## src/design/e0c_settings.svh

```systemverilog
`ifndef E0C_SETTINGS_SVH
`define E0C_SETTINGS_SVH

// Every instruction of the group takes this many clocks
`define E0C_INSTR_CYCLES 7

// Data memory and index register width
`define E0C_ADDR_W 12

// Opcode width
`define E0C_OP_W 12

`endif

```

## src/design/e0c_isa_pkg.sv

```systemverilog
`default_nettype none

`include "e0c_settings.svh"

package e0c_isa_pkg;

    typedef logic [3:0] nibble_t;
    typedef logic [`E0C_ADDR_W-1:0] addr_t;

    // Decoded instruction group
    typedef enum logic [2:0] {
        op_none    = 3'd0,
        adc_xy_imm = 3'd1, // ADC XH/XL/YH/YL,i
        adc_rq     = 3'd2, // ADC r,q
        adc_r_imm  = 3'd3, // ADC r,i
        acpx       = 3'd4, // ACPX MX,r
        acpy       = 3'd5  // ACPY MY,r
    } opgrp_e;

    // r and q operand field encoding
    typedef enum logic [1:0] {
        sel_a  = 2'd0,
        sel_b  = 2'd1,
        sel_mx = 2'd2,
        sel_my = 2'd3
    } rsel_e;

endpackage

`default_nettype wire

```

## src/design/e0c_core_pkg.sv

```systemverilog
`default_nettype none

package e0c_core_pkg;

    typedef enum logic [2:0] {
        st_idle   = 3'd0,
        st_decode = 3'd1,
        st_read   = 3'd2,
        st_exec   = 3'd3,
        st_write  = 3'd4,
        st_wait   = 3'd5,
        st_done   = 3'd6
    } seq_state_e;

    // Host port access target
    typedef enum logic [2:0] {
        tgt_a     = 3'd0,
        tgt_b     = 3'd1,
        tgt_x     = 3'd2,
        tgt_y     = 3'd3,
        tgt_pc    = 3'd4,
        tgt_flags = 3'd5,
        tgt_mem   = 3'd6
    } host_tgt_e;

endpackage

`default_nettype wire

```

## src/design/e0c_reg_if.sv

```systemverilog
`timescale 1ns/100ps
`default_nettype none

interface e0c_reg_if;

    // Architectural state, driven by the register file
    e0c_isa_pkg::nibble_t a;
    e0c_isa_pkg::nibble_t b;
    e0c_isa_pkg::addr_t   x;
    e0c_isa_pkg::addr_t   y;
    e0c_isa_pkg::addr_t   pc;
    logic                 carry;
    logic                 decimal;

    // Single-cycle write strobes from the sequencer
    logic                 wr_a;
    e0c_isa_pkg::nibble_t a_wdata;
    logic                 wr_b;
    e0c_isa_pkg::nibble_t b_wdata;
    logic                 wr_x;
    e0c_isa_pkg::addr_t   x_wdata;
    logic                 wr_y;
    e0c_isa_pkg::addr_t   y_wdata;
    logic                 pc_inc;
    logic                 flag_we;
    logic                 new_carry;
    logic                 new_zero;

    modport seq (
        input  a, b, x, y, pc, carry, decimal,
        output wr_a, a_wdata, wr_b, b_wdata, wr_x, x_wdata, wr_y, y_wdata,
        output pc_inc, flag_we, new_carry, new_zero
    );

    modport rf (
        output a, b, x, y, pc, carry, decimal,
        input  wr_a, a_wdata, wr_b, b_wdata, wr_x, x_wdata, wr_y, y_wdata,
        input  pc_inc, flag_we, new_carry, new_zero
    );

endinterface

`default_nettype wire

```

## src/design/e0c_alu.sv

```systemverilog
`timescale 1ns/100ps
`default_nettype none

module e0c_alu (
    input  wire e0c_isa_pkg::nibble_t op_a,
    input  wire e0c_isa_pkg::nibble_t op_b,
    input  wire logic                 carry_in,
    input  wire logic                 decimal,
    output e0c_isa_pkg::nibble_t      sum,
    output logic                      carry_out
);

    logic [4:0] raw;
    logic [4:0] adjusted;

    assign raw      = {1'b0, op_a} + {1'b0, op_b} + {4'b0, carry_in};
    assign adjusted = raw - 5'd10;

    always_comb begin
        if (decimal && raw >= 5'd10) begin
            // BCD adjust
            sum       = adjusted[3:0];
            carry_out = 1'b1;
        end else begin
            sum       = raw[3:0];
            carry_out = raw[4];
        end
    end

endmodule

`default_nettype wire

```

## src/design/e0c_sequencer.sv

```systemverilog
`timescale 1ns/100ps
`default_nettype none

`include "e0c_settings.svh"

module e0c_sequencer (
    input  wire logic                 clk,
    input  wire logic                 rst_n,
    input  wire logic                 instr_valid,
    input  wire logic [`E0C_OP_W-1:0] instr,
    e0c_reg_if.seq                    regs,
    output e0c_isa_pkg::addr_t        mem_addr,
    input  wire e0c_isa_pkg::nibble_t mem_rdata,
    output logic                      mem_we,
    output e0c_isa_pkg::nibble_t      mem_wdata,
    output logic                      busy,
    output logic                      done
);

    localparam int CNT_W = $clog2(`E0C_INSTR_CYCLES + 1);

    e0c_core_pkg::seq_state_e state;
    logic [CNT_W-1:0]         cnt;      // Cycle within the instruction
    logic [`E0C_OP_W-1:0]     instr_q;

    e0c_isa_pkg::opgrp_e      grp;
    e0c_isa_pkg::rsel_e       a_src;
    e0c_isa_pkg::rsel_e       b_src;
    e0c_isa_pkg::rsel_e       cur_src;
    logic                     use_imm;
    logic [1:0]               idx_sel;  // XH, XL, YH, YL
    e0c_isa_pkg::nibble_t     idx_nib;
    e0c_isa_pkg::nibble_t     fetch_val;

    e0c_isa_pkg::nibble_t     op_a_q;
    e0c_isa_pkg::nibble_t     op_b_q;
    e0c_isa_pkg::nibble_t     sum;
    e0c_isa_pkg::nibble_t     sum_q;
    logic                     carry_out;
    logic                     carry_q;
    logic                     commit;
    logic                     to_reg;

    // Opcode decode
    always_comb begin
        grp     = e0c_isa_pkg::op_none;
        a_src   = e0c_isa_pkg::sel_a;
        b_src   = e0c_isa_pkg::sel_a;
        use_imm = 1'b0;
        idx_sel = instr_q[5:4];
        if (instr_q[11:6] == 6'b1010_00) begin
            grp     = e0c_isa_pkg::adc_xy_imm;
            use_imm = 1'b1;
        end else if (instr_q[11:4] == 8'hA9) begin
            grp   = e0c_isa_pkg::adc_rq;
            a_src = e0c_isa_pkg::rsel_e'(instr_q[3:2]);
            b_src = e0c_isa_pkg::rsel_e'(instr_q[1:0]);
        end else if (instr_q[11:6] == 6'b1100_01) begin
            grp     = e0c_isa_pkg::adc_r_imm;
            a_src   = e0c_isa_pkg::rsel_e'(instr_q[5:4]);
            use_imm = 1'b1;
        end else if (instr_q[11:2] == 10'b1111_0010_10) begin
            grp   = e0c_isa_pkg::acpx;
            a_src = e0c_isa_pkg::sel_mx;
            b_src = e0c_isa_pkg::rsel_e'(instr_q[1:0]);
        end else if (instr_q[11:2] == 10'b1111_0010_11) begin
            grp   = e0c_isa_pkg::acpy;
            a_src = e0c_isa_pkg::sel_my;
            b_src = e0c_isa_pkg::rsel_e'(instr_q[1:0]);
        end
    end

    // r is fetched in decode, q in read, r is written back in write
    assign cur_src  = (state == e0c_core_pkg::st_read) ? b_src : a_src;
    assign mem_addr = (cur_src == e0c_isa_pkg::sel_my) ? regs.y : regs.x;

    always_comb begin
        case (cur_src)
            e0c_isa_pkg::sel_a: fetch_val = regs.a;
            e0c_isa_pkg::sel_b: fetch_val = regs.b;
            default:            fetch_val = mem_rdata;
        endcase
    end

    always_comb begin
        case (idx_sel)
            2'd0:    idx_nib = regs.x[7:4];
            2'd1:    idx_nib = regs.x[3:0];
            2'd2:    idx_nib = regs.y[7:4];
            default: idx_nib = regs.y[3:0];
        endcase
    end

    e0c_alu i_alu (
        .op_a      (op_a_q),
        .op_b      (op_b_q),
        .carry_in  (regs.carry),
        .decimal   (regs.decimal && grp != e0c_isa_pkg::adc_xy_imm), // Index adds are binary
        .sum       (sum),
        .carry_out (carry_out)
    );

    always_ff @(posedge clk or negedge rst_n) begin
        if (!rst_n) begin
            state <= e0c_core_pkg::st_idle;
            cnt   <= '0;
        end else begin
            cnt <= cnt + 1'b1;
            case (state)
                e0c_core_pkg::st_idle: begin
                    cnt <= '0;
                    if (instr_valid) begin
                        state <= e0c_core_pkg::st_decode;
                        cnt   <= CNT_W'(1);
                    end
                end
                e0c_core_pkg::st_decode: state <= e0c_core_pkg::st_read;
                e0c_core_pkg::st_read:   state <= e0c_core_pkg::st_exec;
                e0c_core_pkg::st_exec:   state <= e0c_core_pkg::st_write;
                e0c_core_pkg::st_write:  state <= e0c_core_pkg::st_wait;
                e0c_core_pkg::st_wait: begin
                    if (cnt == CNT_W'(`E0C_INSTR_CYCLES - 1))
                        state <= e0c_core_pkg::st_done;
                end
                default: state <= e0c_core_pkg::st_idle;
            endcase
        end
    end

    always_ff @(posedge clk) begin
        if (state == e0c_core_pkg::st_idle && instr_valid)
            instr_q <= instr;
        if (state == e0c_core_pkg::st_decode)
            op_a_q <= (grp == e0c_isa_pkg::adc_xy_imm) ? idx_nib : fetch_val;
        if (state == e0c_core_pkg::st_read)
            op_b_q <= use_imm ? instr_q[3:0] : fetch_val;
        if (state == e0c_core_pkg::st_exec) begin
            sum_q   <= sum;
            carry_q <= carry_out;
        end
    end

    // Write-back
    assign commit = (state == e0c_core_pkg::st_write) && (grp != e0c_isa_pkg::op_none);
    assign to_reg = (grp == e0c_isa_pkg::adc_rq) || (grp == e0c_isa_pkg::adc_r_imm);

    assign regs.wr_a    = commit && to_reg && (a_src == e0c_isa_pkg::sel_a);
    assign regs.wr_b    = commit && to_reg && (a_src == e0c_isa_pkg::sel_b);
    assign regs.a_wdata = sum_q;
    assign regs.b_wdata = sum_q;

    assign mem_we    = commit && (a_src == e0c_isa_pkg::sel_mx || a_src == e0c_isa_pkg::sel_my);
    assign mem_wdata = sum_q;

    assign regs.wr_x = commit && ((grp == e0c_isa_pkg::adc_xy_imm && !idx_sel[1])
                                  || grp == e0c_isa_pkg::acpx);
    assign regs.wr_y = commit && ((grp == e0c_isa_pkg::adc_xy_imm && idx_sel[1])
                                  || grp == e0c_isa_pkg::acpy);

    // ACP post-increments, the memory write still uses the old index
    assign regs.x_wdata = (grp == e0c_isa_pkg::acpx) ? regs.x + e0c_isa_pkg::addr_t'(1) :
                          idx_sel[0] ? {regs.x[11:4], sum_q} :
                                       {regs.x[11:8], sum_q, regs.x[3:0]};
    assign regs.y_wdata = (grp == e0c_isa_pkg::acpy) ? regs.y + e0c_isa_pkg::addr_t'(1) :
                          idx_sel[0] ? {regs.y[11:4], sum_q} :
                                       {regs.y[11:8], sum_q, regs.y[3:0]};

    assign regs.flag_we   = commit;
    assign regs.new_carry = carry_q;
    assign regs.new_zero  = (sum_q == 4'h0);
    assign regs.pc_inc    = (state == e0c_core_pkg::st_write);

    assign busy = (state != e0c_core_pkg::st_idle);
    assign done = (state == e0c_core_pkg::st_done);

endmodule

`default_nettype wire

```

## src/flat_wrapper.sv

```systemverilog
// flat-port wrapper written by rule: the top's interface ports become plain ports
module e0c_sequencer_flat 
  (clk, rst_n, instr_valid, instr, mem_addr, mem_rdata, mem_we, mem_wdata, busy, done, regs_a, regs_b, regs_x, regs_y, regs_pc, regs_carry, regs_decimal, regs_wr_a, regs_a_wdata, regs_wr_b, regs_b_wdata, regs_wr_x, regs_x_wdata, regs_wr_y, regs_y_wdata, regs_pc_inc, regs_flag_we, regs_new_carry, regs_new_zero);
  e0c_reg_if regs_i ();
  input  wire logic clk;
  input  wire logic rst_n;
  input  wire logic instr_valid;
  input  wire logic [`E0C_OP_W-1:0] instr;
  output e0c_isa_pkg::addr_t mem_addr;
  input  wire e0c_isa_pkg::nibble_t mem_rdata;
  output logic mem_we;
  output e0c_isa_pkg::nibble_t mem_wdata;
  output logic busy;
  output logic done;
  input wire logic [$bits(regs_i.a)-1:0] regs_a;
  input wire logic [$bits(regs_i.b)-1:0] regs_b;
  input wire logic [$bits(regs_i.x)-1:0] regs_x;
  input wire logic [$bits(regs_i.y)-1:0] regs_y;
  input wire logic [$bits(regs_i.pc)-1:0] regs_pc;
  input wire logic [$bits(regs_i.carry)-1:0] regs_carry;
  input wire logic [$bits(regs_i.decimal)-1:0] regs_decimal;
  output wire logic [$bits(regs_i.wr_a)-1:0] regs_wr_a;
  output wire logic [$bits(regs_i.a_wdata)-1:0] regs_a_wdata;
  output wire logic [$bits(regs_i.wr_b)-1:0] regs_wr_b;
  output wire logic [$bits(regs_i.b_wdata)-1:0] regs_b_wdata;
  output wire logic [$bits(regs_i.wr_x)-1:0] regs_wr_x;
  output wire logic [$bits(regs_i.x_wdata)-1:0] regs_x_wdata;
  output wire logic [$bits(regs_i.wr_y)-1:0] regs_wr_y;
  output wire logic [$bits(regs_i.y_wdata)-1:0] regs_y_wdata;
  output wire logic [$bits(regs_i.pc_inc)-1:0] regs_pc_inc;
  output wire logic [$bits(regs_i.flag_we)-1:0] regs_flag_we;
  output wire logic [$bits(regs_i.new_carry)-1:0] regs_new_carry;
  output wire logic [$bits(regs_i.new_zero)-1:0] regs_new_zero;
  assign regs_i.a = regs_a;
  assign regs_i.b = regs_b;
  assign regs_i.x = regs_x;
  assign regs_i.y = regs_y;
  assign regs_i.pc = regs_pc;
  assign regs_i.carry = regs_carry;
  assign regs_i.decimal = regs_decimal;
  assign regs_wr_a = regs_i.wr_a;
  assign regs_a_wdata = regs_i.a_wdata;
  assign regs_wr_b = regs_i.wr_b;
  assign regs_b_wdata = regs_i.b_wdata;
  assign regs_wr_x = regs_i.wr_x;
  assign regs_x_wdata = regs_i.x_wdata;
  assign regs_wr_y = regs_i.wr_y;
  assign regs_y_wdata = regs_i.y_wdata;
  assign regs_pc_inc = regs_i.pc_inc;
  assign regs_flag_we = regs_i.flag_we;
  assign regs_new_carry = regs_i.new_carry;
  assign regs_new_zero = regs_i.new_zero;
  e0c_sequencer u_core (.clk(clk), .rst_n(rst_n), .instr_valid(instr_valid), .instr(instr), .regs(regs_i), .mem_addr(mem_addr), .mem_rdata(mem_rdata), .mem_we(mem_we), .mem_wdata(mem_wdata), .busy(busy), .done(done));
endmodule
```

## config.mk

```make
export PLATFORM = sky130hd
export DESIGN_NAME = e0c_sequencer_flat
export DESIGN_NICKNAME = d
export VERILOG_FILES = /design/src/design/e0c_isa_pkg.sv /design/src/design/e0c_core_pkg.sv /design/src/design/e0c_reg_if.sv /design/src/design/e0c_alu.sv /design/src/design/e0c_sequencer.sv /design/src/flat_wrapper.sv
export VERILOG_INCLUDE_DIRS = /design/src /design/src/design
export SDC_FILE = /design/constraint.sdc
export NUM_CORES = 1
export LEC_CHECK = 0
export ABC_CLOCK_PERIOD_IN_PS = 3550
export BUFFER_PORTS_ARGS = -buffer_cell sky130_fd_sc_hd__clkbuf_2
export CORE_MARGIN = 2
export CORE_UTILIZATION = 45
export DETAILED_ROUTE_END_ITERATION = 8
export PLACE_DENSITY = 0.76
export SLEW_MARGIN = 10
export SYNTH_ARGS = -nofsm -noshare
export SYNTH_HDL_FRONTEND = slang
export SYNTH_HIERARCHICAL = 1
export SYNTH_SLANG_ARGS = --single-unit
```

## constraint.sdc

```tcl
create_clock -name clk -period 3.55 [get_ports clk]
set_clock_uncertainty 0.1 [all_clocks]
set_input_delay 0.71 -clock clk [delete_from_list [all_inputs] [get_ports clk]]
set_output_delay 0.71 -clock clk [all_outputs]
set_load 0.02 [all_outputs]
```

# ---- After elaboration in Yosys (flattened, before gate mapping)
# Index checks and enable logic that the tools add are counted.
dict set report totals {
  reg_bits 31
  out_inout_bits 59
  in_bits 65
}
dict set report classes {
  n_eq_ne 27
  n_mux 34
  reduce_logical 25
  n_lt_le_gt_ge 1
  addsub 6
}
# cell n
set op_table {}
lappend op_table {{12-bit two-way mux} 3}
lappend op_table {{12-bit by 1-bit adder with 12-bit output, second input constant} 2}
lappend op_table {{3-bit two-way mux} 8}
lappend op_table {{2-bit two-way mux} 11}
lappend op_table {{10-bit equality test, second input constant} 2}
lappend op_table {{3-bit equality test, second input constant} 6}
lappend op_table {{3-bit one-hot mux with 6 select lines} 1}
lappend op_table {{8-bit two-way mux} 2}
lappend op_table {{3-bit by 2-bit equality test with 1-bit output, second input constant} 4}
lappend op_table {{6-bit equality test, second input constant} 2}
lappend op_table {{1-bit logical AND} 12}
lappend op_table {{4-bit two-way mux} 3}
lappend op_table {{4-bit one-hot mux with 3 select lines} 1}
lappend op_table {{2-bit equality test, second input constant} 4}
lappend op_table {{8-bit equality test, second input constant} 1}
lappend op_table {{4-bit one-hot mux with 2 select lines} 1}
lappend op_table {{2-bit by 1-bit equality test with 1-bit output, second input constant} 3}
lappend op_table {{3-bit by 1-bit equality test with 1-bit output, second input constant} 2}
lappend op_table {{2-bit zero test} 3}
lappend op_table {{3-bit nonzero test} 2}
lappend op_table {{4-bit by 4-bit adder with 5-bit output} 1}
lappend op_table {{5-bit by 1-bit adder with 5-bit output} 1}
lappend op_table {{5-bit by 4-bit greater-or-equal comparator with 1-bit output, second input constant} 1}
lappend op_table {{4-bit zero test} 1}
lappend op_table {{10 further kinds} 16}

# ---- Longest topological paths before layout
# Gate-level depths: netlist (run 1).
dict set report depth {
  depth_word 10
  ltp_mapped 10
  ltp_nobuf 10
}

# ---- Cells and area by module
# Netlist (run 1), hierarchy kept.
# module n_inst area_per_inst_um2 cells_each
set modules_own_cells {}
lappend modules_own_cells {e0c_sequencer 1 2587.5 272}
lappend modules_own_cells {e0c_alu 1 259.0 32}

# ---- Least setup slack after synthesis (run 1)
# OpenSTA, ideal clock, no wires.
dict set report synth_timing {
  path_type {register -> output}
  startpoint {register u_core.instr_q[10]}
  endpoint {output mem_addr[10]}
  slack_ns 0.470
  stages_incl_launch_ff 8
  arrival_ns 2.270
  cell_sequence {edfxtp_1 nand2b_1 nor4_4 nor3_2 or4_4 a21boi_4 buf_12 mux2_4}
}
dict set report synth_via {
  elab_chain_cells 9
  word_cells_on_any_way 18
  cone_classes {6 x eq/ne; 12 x mux}
}
# item line
set synth_lines {}
lappend synth_lines {{start: declaration} e0c_sequencer.sv:24} ;# logic [`E0C_OP_W-1:0] instr_q;
lappend synth_lines {{start signal: assignment} e0c_sequencer.sv:132} ;# instr_q <= instr;
lappend synth_lines {{10-bit equality test} e0c_sequencer.sv:66} ;# end else if (instr_q[11:2] == 10'b1111_0010_11) begin
lappend synth_lines {{2-bit two-way mux} e0c_sequencer.sv:66}
lappend synth_lines {{2-bit two-way mux} e0c_sequencer.sv:62} ;# end else if (instr_q[11:2] == 10'b1111_0010_10) begin
lappend synth_lines {{2-bit two-way mux} e0c_sequencer.sv:58} ;# end else if (instr_q[11:6] == 6'b1100_01) begin
lappend synth_lines {{2-bit two-way mux} e0c_sequencer.sv:54} ;# end else if (instr_q[11:4] == 8'hA9) begin
lappend synth_lines {{2-bit two-way mux} e0c_sequencer.sv:51} ;# if (instr_q[11:6] == 6'b1010_00) begin
lappend synth_lines {{2-bit two-way mux *} e0c_sequencer.sv:74} ;# assign cur_src = (state == e0c_core_pkg::st_read) ? b_src : a_src;
lappend synth_lines {{2-bit equality test *} e0c_sequencer.sv:75} ;# assign mem_addr = (cur_src == e0c_isa_pkg::sel_my) ? regs.y : regs.x;
lappend synth_lines {{12-bit two-way mux *} e0c_sequencer.sv:75}
lappend synth_lines {{end: declaration} flat_wrapper.sv:9} ;# output e0c_isa_pkg::addr_t mem_addr;
# Mark *: on every way between the ends. The rest lies on a longest branch, timed or not.

# ---- Worst setup path in the final report (run 1)
dict set report layout_timing {
  startpoint {register u_core.instr_q[10]}
  endpoint {output mem_addr[1]}
}
# Same word-level chain as after synthesis.

==> results of run 1 <==
-- logic make-up (layout without fill, tap and decap cells) --
group	count (synthesis)	count (layout)
buf+inv	34	156
flops	31	31
mux	24	24
fa+ha+maj	10	10
compound gates	63	63
simple gates	131	131
xor+xnor	11	11
-- through the flow --
step           util (%)  TNS [ns]
6_report           62.7         0
5_1_grt            62.7    -0.558
4_1_cts            59.7         0
3_5_place_dp       57.5         0
3_3_place_gp       57.5         0
2_1_floorplan         -         0
-- report_power, final --
| part | switching [W] | internal (W) |
|---|---|---|
| sequential | 0.000101 | 0.000538 |
| combinational | 0.000598 | 0.000393 |
| clock | 0.000133 | 0.000198 |
-- sequential cells by signal, indices dropped and copies added (netlist names) --
register / count
u_core/op_b_q: 4
u_core/state: 3
u_core/regs.new_carry: 1
u_core/op_a_q: 4
u_core/instr_q: 12
u_core/mem_wdata: 4
u_core/cnt: 3
-- area by class of cell --
type,instances,area [sq um]
well taps,75,93.8
flip-flops and latches,31,901
multi-input cells,239,1800
clock inverters,1,5.00
inverters,18,67.6
fillers,528,2250
clock buffers,7,108
repair buffers,130,807
-- worst max path at each step --
stage,start,to,slack [ns]
after CTS,u_core/instr_q[10],mem_addr[0],0.002
after floorplan,u_core/instr_q[10],mem_addr[10],0.47
after global routing,u_core/instr_q[7],mem_addr[5],-0.07
after global placement,u_core/instr_q[10],mem_addr[0],0.26
final,u_core/instr_q[10],mem_addr[1],0.009
after detailed placement,u_core/instr_q[10],mem_addr[0],0.22
-- Yosys cell counts, drive strengths merged (2+ instances only) --
cell,n
mux2i,8
nor2b,2
mux4,4
and2,4
a21boi,2
o211ai,8
and3,7
nand2,30
ha,8
nor3b,2
o21ai,10
a21oi,19
a211oi,8
dfrtp,6
o221ai,4
or3,4
nor4b,2
nor2,35
nor4,6
fa,2
nand3b,2
edfxtp,25
clkbuf,4
or4,3
xnor2,10
buf,12
mux2,12
inv,17
nor3,7
nand2b,7
a21o,3
nand3,15
o22ai,3
-- per-layer routing --
layer  wire length (um)  share of wire (%)
met1               3490                 41
met2               4190                 50
met3                592                7.0
met4                187                2.2
met5                  0                  0
-- timing repair --
item | in CTS | in global routing
gates resized for setup | 1 | 45
gates cloned | 0 | 1
setup buffers | 2 | 7
pin swaps | 1 | 5
endpoints found under the setup margin | 12 | 17
hold buffers | 0 | 0
==> reports/results.env, run 1 <==
STATUS='finished clean'
SYN_AREA_PER_CELL_SQ_UM=9.36
DRTITER0DRC=284
SYN-CELL-AREA_SQ_UM=2850
CTSHTREEMAXLEVEL=2
DETAILEDROUTE.FIRSTPASSITERATIONCOUNT=5
POST_SYNTH_MAIN_AREA_CONTRIBUTORS='sky130_fd_sc_hd__edfxtp_1 (26%), sky130_fd_sc_hd__dfrtp_1 (5.3%), sky130_fd_sc_hd__mux2_4 (5.3%)'
END_KIND='output pin'
MAX_SLEW.WORST_PIN.SLEW_NS=1.01
FINALPOWER_W=0.00196
MET2_USAGE_PCT=38.6
ROUTE.DETAILED.DRC=0
GRT_PASS1_VIAS=2702
GLOBALROUTEOVERFLOWTOTAL=0
YS_SEQ_AREA_SHARE_PCT=31.6
SYNTH_TOP_FAMILY_BY_AREA='simple AND/OR/NAND/NOR gates'
LAYOUT.CELLS.MOST_COMMON='sky130_fd_sc_hd__clkbuf_2'
CTS_BUFFERS=5
PORT_BUFFERS=111
DRV_CAP=0
TIMING.HOLD.WORST.CLASS='in -> async'
R2R-END='u_core/op_a_q[0]'
TIMING.CRITICAL_PATH.CELLS='buf_4 > nand3b_4 > nor4b_4 > buf_6 > and2_4 > or4_4 > a21boi_4 > clkbuf_16 > mux2_4 > buf_6'
ROUTE.DETAILED.WL_PER_INST_UM=16.9
SLEW_VIOL_FINAL=0
REGTOREGSTARTPOINT='u_core/instr_q[7]'
GRT_MAX_DEGREE=16
POSTSYNTHNETCOUNT=379
POST_ROUTE_CELLS_DRIVE_ABOVE_1_SHARE_PCT=41.5
TIMING.FINAL.SETUP_VIOLATIONS=0
FINALNETCOUNT=500
CTS_TREE='done'
CRIT_CELLS=10
TIMING.CRITICAL_PATH.MODE_CELL='sky130_fd_sc_hd__buf_6'
YOSYS.AREA_SHARE.SIMPLE_PCT=26.5
CRIT_SLOWEST_CELL='sky130_fd_sc_hd__or4_4'
GRTUSAGETOTAL_PCT=22.9
ANTENNA_CELLS=0
TIMING.FINAL.HOLD_VIOLATIONS=0
CRIT_FANOUT=11
CLK_ROOT_BUFFER_CELL='sky130_fd_sc_hd__clkbuf_8'
GLOBAL_ROUTE_WIRE_LENGTH_BEFORE_REPAIR_MM=12.9
CP.REQUIRED_NS=2.74
MIN_PERIOD_NS=3.54
MIN_PERIOD_OVER_PERIOD_PCT=99.7
DRT-VIAS-PER-INSTANCE=5.78
ROUTED_WL_MM=8.46
SYNTH-EDFF-COUNT=25
FLOORPLAN.DIE.HEIGHT_UM=83.5
SYNTH_XOR_AREA_SHARE_PCT=3.65
TOP_USAGE_LAYER='met2'
CLK_PIN_SLEW_WORST_PATHS_NS=0.07
ROWS=28
POST_SYNTH_INST_COUNT=304
INITIAL_CELL_DENSITY_OF_THE_CORE_PCT=47.2
CTS.SINK_COUNT=31
LENGTH_IN_CELLS_OF_THE_WORST_REG_TO_REG_PATH=7
WORST-ENDPOINT-ARRIVAL_NS=2.73
CHIPWIDTH_UM=83.5
CP_SLOWEST_STAGE_DELAY_NS=0.53
DIEAREA_SQ_UM=6980
BOUNDARYPINS=124
POSTPLACECELLAREA_SQ_UM=3460
SYNTH-COMPOUND-AREA-SHARE_PCT=15.0
COUNT_OF_ANTENNA_VIOLATING_NETS_LEFT_AFTER_DETAILED_ROUTING=0
NETLIST.AREA_LEADER.SHARE_PCT=26.4
SYNTH_LARGEST_AREA_CELL='sky130_fd_sc_hd__edfxtp_1'
SYNTHESIS.YOSYS.WARNINGS=6
WORST_IR_DROP_VDD_V=0.000518
TIMING_WORST_SETUP_PATH_TYPE='reg -> out'
MOST-COMMON-LAYOUT-CELLS='sky130_fd_sc_hd__clkbuf_2 (99), sky130_fd_sc_hd__nor2_1 (34), sky130_fd_sc_hd__nand2_1 (29), sky130_fd_sc_hd__edfxtp_1 (25), sky130_fd_sc_hd__a21oi_1 (19)'
SYNTH_MUX_AREA_SHARE_PCT=12.0
CTS_MAX_PATH_BUFFERS=2
POST-ROUTE-WORST-SETUP-SLACK_NS=0.00917
SLEW_HEADROOM_PCT=32.3
COMBINED_BUFFER_AND_INVERTER_COUNT_ALONG_THE_CRITICAL_PATH=4
POSTSYNTH.TOPFLOPCELL='sky130_fd_sc_hd__edfxtp_1'
GRT_SETUP_UNREPAIRED='yes'
ACHIEVABLE-FREQUENCY_MHz=282
WORSTSKEWPAIRLATENCY_NS=0.29
SYNTH.FF_LATCH_COUNT=31
SYNTHDISTINCTLIBCELLS=62
PLACE.GP.CONGESTION=0.904
PATH_DELAY_FAMILY='simple AND/OR/NAND/NOR gates'
WHS_NS=0.132
RRSETUPSLACK_NS=0.82
POST_LAYOUT_NONFILLER_INSTANCES=501
POST_SYNTH_FA_HA_MAJ_AREA_FRACTION_PCT=4.92
GRT_ANTENNA_BEFORE_REPAIR=0
POWER.DENSITY_nW_PER_UM2=519
CORE-AREA_SQ_UM=6030
SYN_TO_LAYOUT_AREA_DELTA_PCT=32.7
FINAL_DESIGN_AREA_NO_FILL_SQ_UM=3780
LEAKAGE_POWER_nW=1.70
ROUTE.VIAS.TOTAL=2898
DP.FINAL_HPWL_MM=6.36
SHARE_OF_FLIP_FLOPS_WITH_AN_ASYNCHRONOUS_SET_OR_RESET_PCT=19.4
STARTPOINT_TYPE='flip-flop'
PLACE.DETAILED.INSTANCES=483
GRT_USE_MET1_PCT=29.7
GRT.MET3_USAGE_PCT=4.65
DPL_WORST_SLACK_NS=0.219
Note: power is estimated with default switching activity, not from simulation.
==> inputs of run 2 (changes only) <==
--- a/config.mk
+++ b/config.mk
@@ -12,6 +12,7 @@
 export CORE_UTILIZATION = 45
 export DETAILED_ROUTE_END_ITERATION = 8
 export PLACE_DENSITY = 0.76
+export SETUP_SLACK_MARGIN = 0.4
 export SLEW_MARGIN = 10
 export SYNTH_ARGS = -nofsm -noshare
 export SYNTH_HDL_FRONTEND = slang
==> constraint.sdc (replaced) <==
create_clock -name clk -period 3.55 [get_ports clk]
set_clock_uncertainty 0.1 [all_clocks]
set_input_delay 0.71 -clock clk [delete_from_list [all_inputs] [get_ports clk]]
set_output_delay 0.71 -clock clk [all_outputs]
set_load 0.05 [all_outputs]
==> reports/results.env, run 2 (synthesized netlist as in run 1, its figures left out) <==
LENGTH_IN_CELLS_OF_THE_WORST_REG_TO_REG_PATH=10  # +3
ROWS=28  # unchanged
POSTPLACECELLAREA_SQ_UM=3620  # +4.5%
GRT_PASS1_VIAS=2867  # +6.1%
DIEAREA_SQ_UM=6980  # unchanged
GRT_MAX_DEGREE=15  # -1
FINALNETCOUNT=512  # +2.4%
TOP_REGISTER='u_core/instr_q'
DETAILROUTE.WIRELENGTH.MET2_MM=5.21  # +24%
DP.FINAL_HPWL_MM=6.12  # -3.7%
FINAL.FILL_COUNT=380  # -28%
LAYOUT.CELLS.MOST_COMMON='sky130_fd_sc_hd__clkbuf_2'
MAX_SLEW.WORST_PIN.SLEW_NS=0.988  # -0.0192 ns
TIMING.FINAL.HOLD_VIOLATIONS=0  # unchanged
CTS_MAX_PATH_BUFFERS=2  # unchanged
PLACE.GP.CONGESTION=0.979  # +8.3%
WHS_NS=0.142  # +0.00906 ns
END_KIND='output pin'
BOUNDARYPINS=124  # unchanged
GRT_ANTENNA_BEFORE_REPAIR=0  # unchanged
POWER.SEQUENTIAL.FRACTION_PCT=27.5  # -5.1 points
WL_MET3_UM=827  # +40%
SLEW_VIOL_FINAL=0  # unchanged
INTPOWER_W=0.00121  # +6.7%
STARTPOINT_TYPE='flip-flop'
CLK_ROOT_BUFFER_CELL='sky130_fd_sc_hd__clkbuf_8'
GRT_SETUP_UNREPAIRED='yes'
LARGEST_REG_FLOPS=12  # unchanged
SLEW_HEADROOM_PCT=33.6  # +1.3 points
REGTOREGSTARTPOINT='u_core/op_a_q[0]'
CLK_PIN_SLEW_WORST_PATHS_NS=0.07  # about the same
CP_SLOWEST_STAGE_DELAY_NS=0.56  # +0.03 ns
CTS_TREE='done'
POST-ROUTE-WORST-SETUP-SLACK_NS=0.0589  # +0.0497 ns
CORE-AREA_SQ_UM=6030  # unchanged
SYN_TO_LAYOUT_AREA_DELTA_PCT=58.2
CRIT_SLOWEST_CELL='sky130_fd_sc_hd__or4_4'
ROUTE.DETAILED.WL_PER_INST_UM=19.8  # +17%
TIMING.FINAL.SETUP_VIOLATIONS=0  # unchanged
POWER.DENSITY_nW_PER_UM2=526  # +1.4%
SW_PWR_W=0.00116  # +40%
DRV_CAP=0  # unchanged
DETAILEDROUTE.FIRSTPASSITERATIONCOUNT=5  # unchanged
MOST-COMMON-LAYOUT-CELLS='sky130_fd_sc_hd__clkbuf_2 (72), sky130_fd_sc_hd__nand2_1 (28), sky130_fd_sc_hd__edfxtp_1 (25), sky130_fd_sc_hd__nor2_1 (24), sky130_fd_sc_hd__buf_4 (21)'
COMB_POWER_SHARE_PCT=60.7  # +10 points
WORSTSKEWPAIRLATENCY_NS=0.28  # about the same
CTS.SINK_COUNT=31  # unchanged
WORST-ENDPOINT-ARRIVAL_NS=2.68  # -0.05 ns
FINAL_DESIGN_AREA_NO_FILL_SQ_UM=4500  # +19%
DRT-VIAS-PER-INSTANCE=6.15  # +6.3%
COUNT_OF_ANTENNA_VIOLATING_NETS_LEFT_AFTER_DETAILED_ROUTING=0  # unchanged
TOPROUTINGLAYERUSED='met4'
ROUTE.DETAILED.DRC=0  # unchanged
CLKPWRFRAC_PCT=11.8  # -5.1 points
INITIAL_CELL_DENSITY_OF_THE_CORE_PCT=47.2  # unchanged
TIMING.CRITICAL_PATH.CELLS='nand2b_1 > nor4_4 > nor3_2 > or4_4 > a21boi_4 > buf_12 > mux2_4 > buf_8'
DRTITER0DRC=289  # +1.8%
CRIT_FANOUT=12  # +1
SWSHARE_PCT=49.1  # +6.7 points
MIN_PERIOD_NS=3.49  # -0.0497 ns
CHIPWIDTH_UM=83.5  # unchanged
ACHIEVABLE-FREQUENCY_MHz=286  # +1.4%
FINAL_UTIL_PCT=74.7  # +12 points
RRSETUPSLACK_NS=0.93  # +0.11 ns
FLOORPLAN.DIE.HEIGHT_UM=83.5  # unchanged
STATUS='finished clean'
WORST_IR_DROP_VDD_V=0.000480  # -7.3%
DPL_WORST_SLACK_NS=0.160  # -0.0593 ns
ROUTE.VIAS.TOTAL=3155  # +8.9%
PORT_BUFFERS=111  # unchanged
GRTUSAGETOTAL_PCT=23.6  # +0.69 points
CTSHTREEMAXLEVEL=2  # unchanged
MIN_PERIOD_OVER_PERIOD_PCT=98.3  # -1.4 points
GLOBAL_ROUTE_WIRE_LENGTH_BEFORE_REPAIR_MM=13.4  # +4.0%
GLOBALROUTEOVERFLOWTOTAL=0  # unchanged
TIMING.HOLD.WORST.CLASS='in -> async'
ROUTED_WL_MM=10.1  # +20%
POST_ROUTE_CELLS_DRIVE_ABOVE_1_SHARE_PCT=53.4  # +12 points
CP.REQUIRED_NS=2.74  # about the same
ANTENNA_CELLS=0  # unchanged
R2R-END='u_core/mem_wdata[2]'
MET1_LENGTH_MM=3.49  # +0.11%
TIMING_WORST_SETUP_PATH_TYPE='reg -> out'
CTS_BUFFERS=5  # unchanged
LEAKAGE_POWER_nW=1.91  # +13%
run 2: cell types whose count changed in the layout (fill, tap and decap cells not counted), sizes merged:
cell	before	now
o21a	1	2
clkbuf	107	86
buf	30	62
run 2: power groups by stage:
stage               Clock, W  Combinational, W  Sequential, W
floorplan                  0          0.000936       0.000666
global placement           0           0.00119       0.000639
detailed placement         0           0.00122       0.000648
CTS                 0.000287           0.00131       0.000638
global route        0.000300           0.00153       0.000666
finish              0.000279           0.00144       0.000653
run 2: worst max-delay path by stage:
stage                        from               to  slack [ns]  cells past startpoint
5_1_grt         u_core/instr_q[7]      mem_addr[5]       -0.06                      9
4_1_cts         u_core/instr_q[6]     mem_addr[11]        0.04                      8
2_1_floorplan   u_core/instr_q[4]  regs_x_wdata[6]       -0.06                      8
3_5_place_dp   u_core/instr_q[10]      mem_addr[0]        0.16                      8
3_3_place_gp   u_core/instr_q[10]     mem_addr[11]        0.20                      8
6_report        u_core/instr_q[8]      mem_addr[3]        0.06                      8
run 2: through the flow:
step	total power (W)	std cells	setup TNS, ns
finish	0.00237	513	0
CTS	0.00223	507	0
detailed placement	0.00186	486	0
global placement	0.00183	486	0
floorplan	0.00160	304	-0.0594
global route	0.00249	513	-0.536
run 2: layout make-up:
class                           count  area (sq um)  area share (%)
Timing Repair Buffer              141          1120            25.0
Sequential cell                    31           901            20.0
Clock buffer                        7          86.3            1.92
Inverter                           18          67.6            1.50
Tap cell                           75          93.8            2.08
Clock inverter                      1          5.00           0.111
Multi-Input combinational cell    240          2220            49.4
run 2: per-layer routing:
metal  vias up  global-route usage (%)
met1      1471                    27.7
met4         0                    9.24
met3        69                    5.14
met2       231                    41.8
met5         -                       0
li1       1384                       -
run 2: timing repair:
item	4_1_cts	5_1_grt
hold buffers	0	0
gates resized for setup	72	113
setup endpoints to repair	30	38
gates cloned	0	1
pin swaps	7	24
buffers inserted	13	5
endpoints found under the hold margin	0	0
run 2: critical path, delay by kind of cell, from the launching register on:
family          cells  cell delay [ns]
simple gates        4             1.17
compound gates      1             0.17
flops               1             0.39
mux                 1             0.33
buf+inv             2             0.34
==> inputs of run 3 (changes only) <==
--- a/config.mk
+++ b/config.mk
@@ -6,8 +6,8 @@
 export SDC_FILE = /design/constraint.sdc
 export NUM_CORES = 1
 export LEC_CHECK = 0
-export ABC_CLOCK_PERIOD_IN_PS = 3550
-export BUFFER_PORTS_ARGS = -buffer_cell sky130_fd_sc_hd__clkbuf_2
+export ABC_CLOCK_PERIOD_IN_PS = 3800
+export BUFFER_PORTS_ARGS = -buffer_cell sky130_fd_sc_hd__buf_4
 export CORE_MARGIN = 2
 export CORE_UTILIZATION = 45
 export DETAILED_ROUTE_END_ITERATION = 8
==> constraint.sdc (replaced) <==
create_clock -name clk -period 3.8 [get_ports clk]
set_clock_uncertainty 0.1 [all_clocks]
set_input_delay 0.76 -clock clk [delete_from_list [all_inputs] [get_ports clk]]
set_output_delay 0.76 -clock clk [all_outputs]
set_load 0.05 [all_outputs]
==> reports/results.env, run 3 (synthesized netlist as in run 1, its figures left out) <==
STATUS='finished clean'
TOPROUTINGLAYERUSED='met4'
GRT_MAX_DEGREE=16  # +1
GRT_SETUP_UNREPAIRED='yes'
GRT_PASS1_VIAS=2895  # +0.98%
SLEW_VIOL_FINAL=0  # unchanged
DRV_CAP=0  # unchanged
ROWS=28  # unchanged
CTS_MAX_PATH_BUFFERS=2  # unchanged
ROUTE.DETAILED.DRC=0  # unchanged
MIN_PERIOD_OVER_PERIOD_PCT=95.1
CORE-AREA_SQ_UM=6030  # unchanged
CTSHTREEMAXLEVEL=2  # unchanged
ROUTE.DETAILED.WL_PER_INST_UM=17.4  # -12%
END_KIND='output pin'
COUNT_OF_ANTENNA_VIOLATING_NETS_LEFT_AFTER_DETAILED_ROUTING=0  # unchanged
TIMING.HOLD.WORST.CLASS='in -> async'
ROUTE.VIAS.TOTAL=3006  # -4.7%
POWER.DENSITY_nW_PER_UM2=515  # -2.1%
WHS_NS=0.163  # +0.0213 ns
WORST_IR_DROP_VDD_V=0.000516  # +7.5%
MAX_SLEW.WORST_PIN.SLEW_NS=1.06  # +0.0698 ns
LARGEST_REG_FLOPS=12  # unchanged
STARTPOINT_TYPE='flip-flop'
DIEAREA_SQ_UM=6980  # unchanged
POST_ROUTE_CELLS_DRIVE_ABOVE_1_SHARE_PCT=47.4  # -6.1 points
WL_MET3_UM=708  # -14%
GRTUSAGETOTAL_PCT=24.3  # +0.76 points
DETAILEDROUTE.FIRSTPASSITERATIONCOUNT=5  # unchanged
WORST-ENDPOINT-ARRIVAL_NS=2.76  # +0.08 ns
CHIPWIDTH_UM=83.5  # unchanged
SYN_TO_LAYOUT_AREA_DELTA_PCT=50.7
CTS_BUFFERS=5  # unchanged
PLACE.DETAILED.INSTANCES=484  # -0.41%
CRIT_FANOUT=6  # -6
MET1_LENGTH_MM=3.28  # -6.2%
POST_LAYOUT_NONFILLER_INSTANCES=512  # -0.19%
ROUTED_WL_MM=8.92  # -12%
CLK_ROOT_BUFFER_CELL='sky130_fd_sc_hd__clkbuf_8'
POST_CTS_HOLD_BUFFER_COUNT=0  # unchanged
FINALNETCOUNT=511  # -0.20%
PORT_BUFFERS=111  # unchanged
CLK_PIN_SLEW_WORST_PATHS_NS=0.07  # about the same
TIMING.FINAL.HOLD_VIOLATIONS=0  # unchanged
ANTENNA_CELLS=0  # unchanged
MIN_PERIOD_NS=3.62
FINALSETUPTNS_NS=0  # unchanged
INITIAL_CELL_DENSITY_OF_THE_CORE_PCT=47.2  # unchanged
DETAILROUTE.WIRELENGTH.MET2_MM=4.63  # -11%
GLOBALROUTEOVERFLOWTOTAL=0  # unchanged
FLOORPLAN.DIE.HEIGHT_UM=83.5  # unchanged
BOUNDARYPINS=124  # unchanged
LAYOUT.CELLS.MOST_COMMON='sky130_fd_sc_hd__buf_4'
LEAKAGE_POWER_nW=1.88  # -1.9%
SLEW_HEADROOM_PCT=28.9  # -4.7 points
GRT_ANTENNA_BEFORE_REPAIR=0  # unchanged
DRT-VIAS-PER-INSTANCE=5.87  # -4.5%
WORSTSKEWPAIRLATENCY_NS=0.29  # about the same
TIMING.FINAL.SETUP_VIOLATIONS=0  # unchanged
MOST-COMMON-LAYOUT-CELLS='sky130_fd_sc_hd__buf_4 (117), sky130_fd_sc_hd__nor2_1 (33), sky130_fd_sc_hd__nand2_1 (28), sky130_fd_sc_hd__edfxtp_1 (25), sky130_fd_sc_hd__a21oi_1 (19)'
TOP_REGISTER='u_core/instr_q'
CP.REQUIRED_NS=2.94  # +0.20 ns
PLACE.GP.CONGESTION=0.945  # -3.5%
DP.FINAL_HPWL_MM=6.47  # +5.7%
DRTITER0DRC=308  # +6.6%
ACHIEVABLE-FREQUENCY_MHz=277
CTS.SINK_COUNT=31  # unchanged
GLOBAL_ROUTE_WIRE_LENGTH_BEFORE_REPAIR_MM=13.7  # +2.3%
TIMING_WORST_SETUP_PATH_TYPE='reg -> out'
CTS_TREE='done'
==> run 3: cell types whose count changed in the layout (fill, tap and decap cells not counted), moves of 3 or more <==
cell and change:
sky130_fd_sc_hd__a21oi_1 +4, sky130_fd_sc_hd__a21oi_4 -3, sky130_fd_sc_hd__buf_4 +96, sky130_fd_sc_hd__buf_8 -15
sky130_fd_sc_hd__clkbuf_2 -72, sky130_fd_sc_hd__clkbuf_4 -3, sky130_fd_sc_hd__clkbuf_8 -5, sky130_fd_sc_hd__nand3_1 +3
sky130_fd_sc_hd__nand3_4 -3, sky130_fd_sc_hd__nor2_1 +9, sky130_fd_sc_hd__nor2_2 -4, sky130_fd_sc_hd__nor2_4 -5
sky130_fd_sc_hd__xnor2_1 +4, sky130_fd_sc_hd__xnor2_4 -3
==> run 3: final timing paths <==
| path | endpoint | depth (start not counted) | startpoint | slack (ns) |
|---|---|---|---|---|
| setup reg to reg | u_core/op_a_q[0] | 7 | u_core/instr_q[8] | 1.14 |
| max in group asynchronous | u_core/state[0] | 1 | rst_n | 3.32 |
| min in group clk | u_core/cnt[1] | 2 | u_core/cnt[1] | 0.44 |
| setup / recovery | mem_addr[3] | 8 | u_core/instr_q[8] | 0.18 |
| hold / removal | u_core/state[2] | 1 | rst_n | 0.16 |
| hold reg to reg | u_core/cnt[1] | 2 | u_core/cnt[1] | 0.44 |
==> run 3: worst max-delay path, stage by stage (launching register included) <==
cell,delay (ns)
sky130_fd_sc_hd__edfxtp_1,0.45
sky130_fd_sc_hd__nand2b_4,0.18
sky130_fd_sc_hd__nor4_4,0.39
sky130_fd_sc_hd__nor3_2,0.11
sky130_fd_sc_hd__or4_4,0.45
sky130_fd_sc_hd__a21boi_4,0.23
sky130_fd_sc_hd__clkbuf_16,0.20
sky130_fd_sc_hd__mux2_4,0.31
sky130_fd_sc_hd__buf_6,0.15
==> run 3: routing by layer <==
| layer | vias up | GRT usage, % |
|---|---|---|
| met3 | 32 | 5.14 |
| met5 | - | 0 |
| met2 | 170 | 42.8 |
| li1 | 1388 | - |
| met1 | 1416 | 28.9 |
| met4 | 0 | 9.68 |
==> run 3: final cells by class <==
class | instances | area, sq um
multi-input cells | 239 | 1940
flip-flops and latches | 31 | 901
clock buffers | 7 | 76.3
repair buffers | 141 | 1190
inverters | 18 | 67.6
fillers | 462 | 1740
well taps | 75 | 93.8
clock inverters | 1 | 30.0
==> run 3: stage by stage <==
stage	area, sq um	utilization (%)	power, W	setup WS, ns
4_1_cts	4200	69.6	0.00220	0.230
3_5_place_dp	3810	63.3	0.00183	0.312
3_3_place_gp	3810	63.3	0.00179	0.367
5_1_grt	4290	71.2	0.00232	0.109
2_1_floorplan	2920	-	0.00149	0.264
6_report	4290	71.2	0.00221	0.185
==> run 3: timing repair <==
action,4_1_cts,5_1_grt
setup endpoints to repair,16,30
buffers inserted,15,4
cloned,1,0
pin swaps,6,10
resized for setup,37,19
==> run 3: power breakdown <==
part           switching (W)  leakage (nW)  internal [W]
registers          0.0000982         0.305      0.000502
logic               0.000816          1.52      0.000470
clock network       0.000128        0.0524      0.000196
total                0.00104          1.88       0.00117
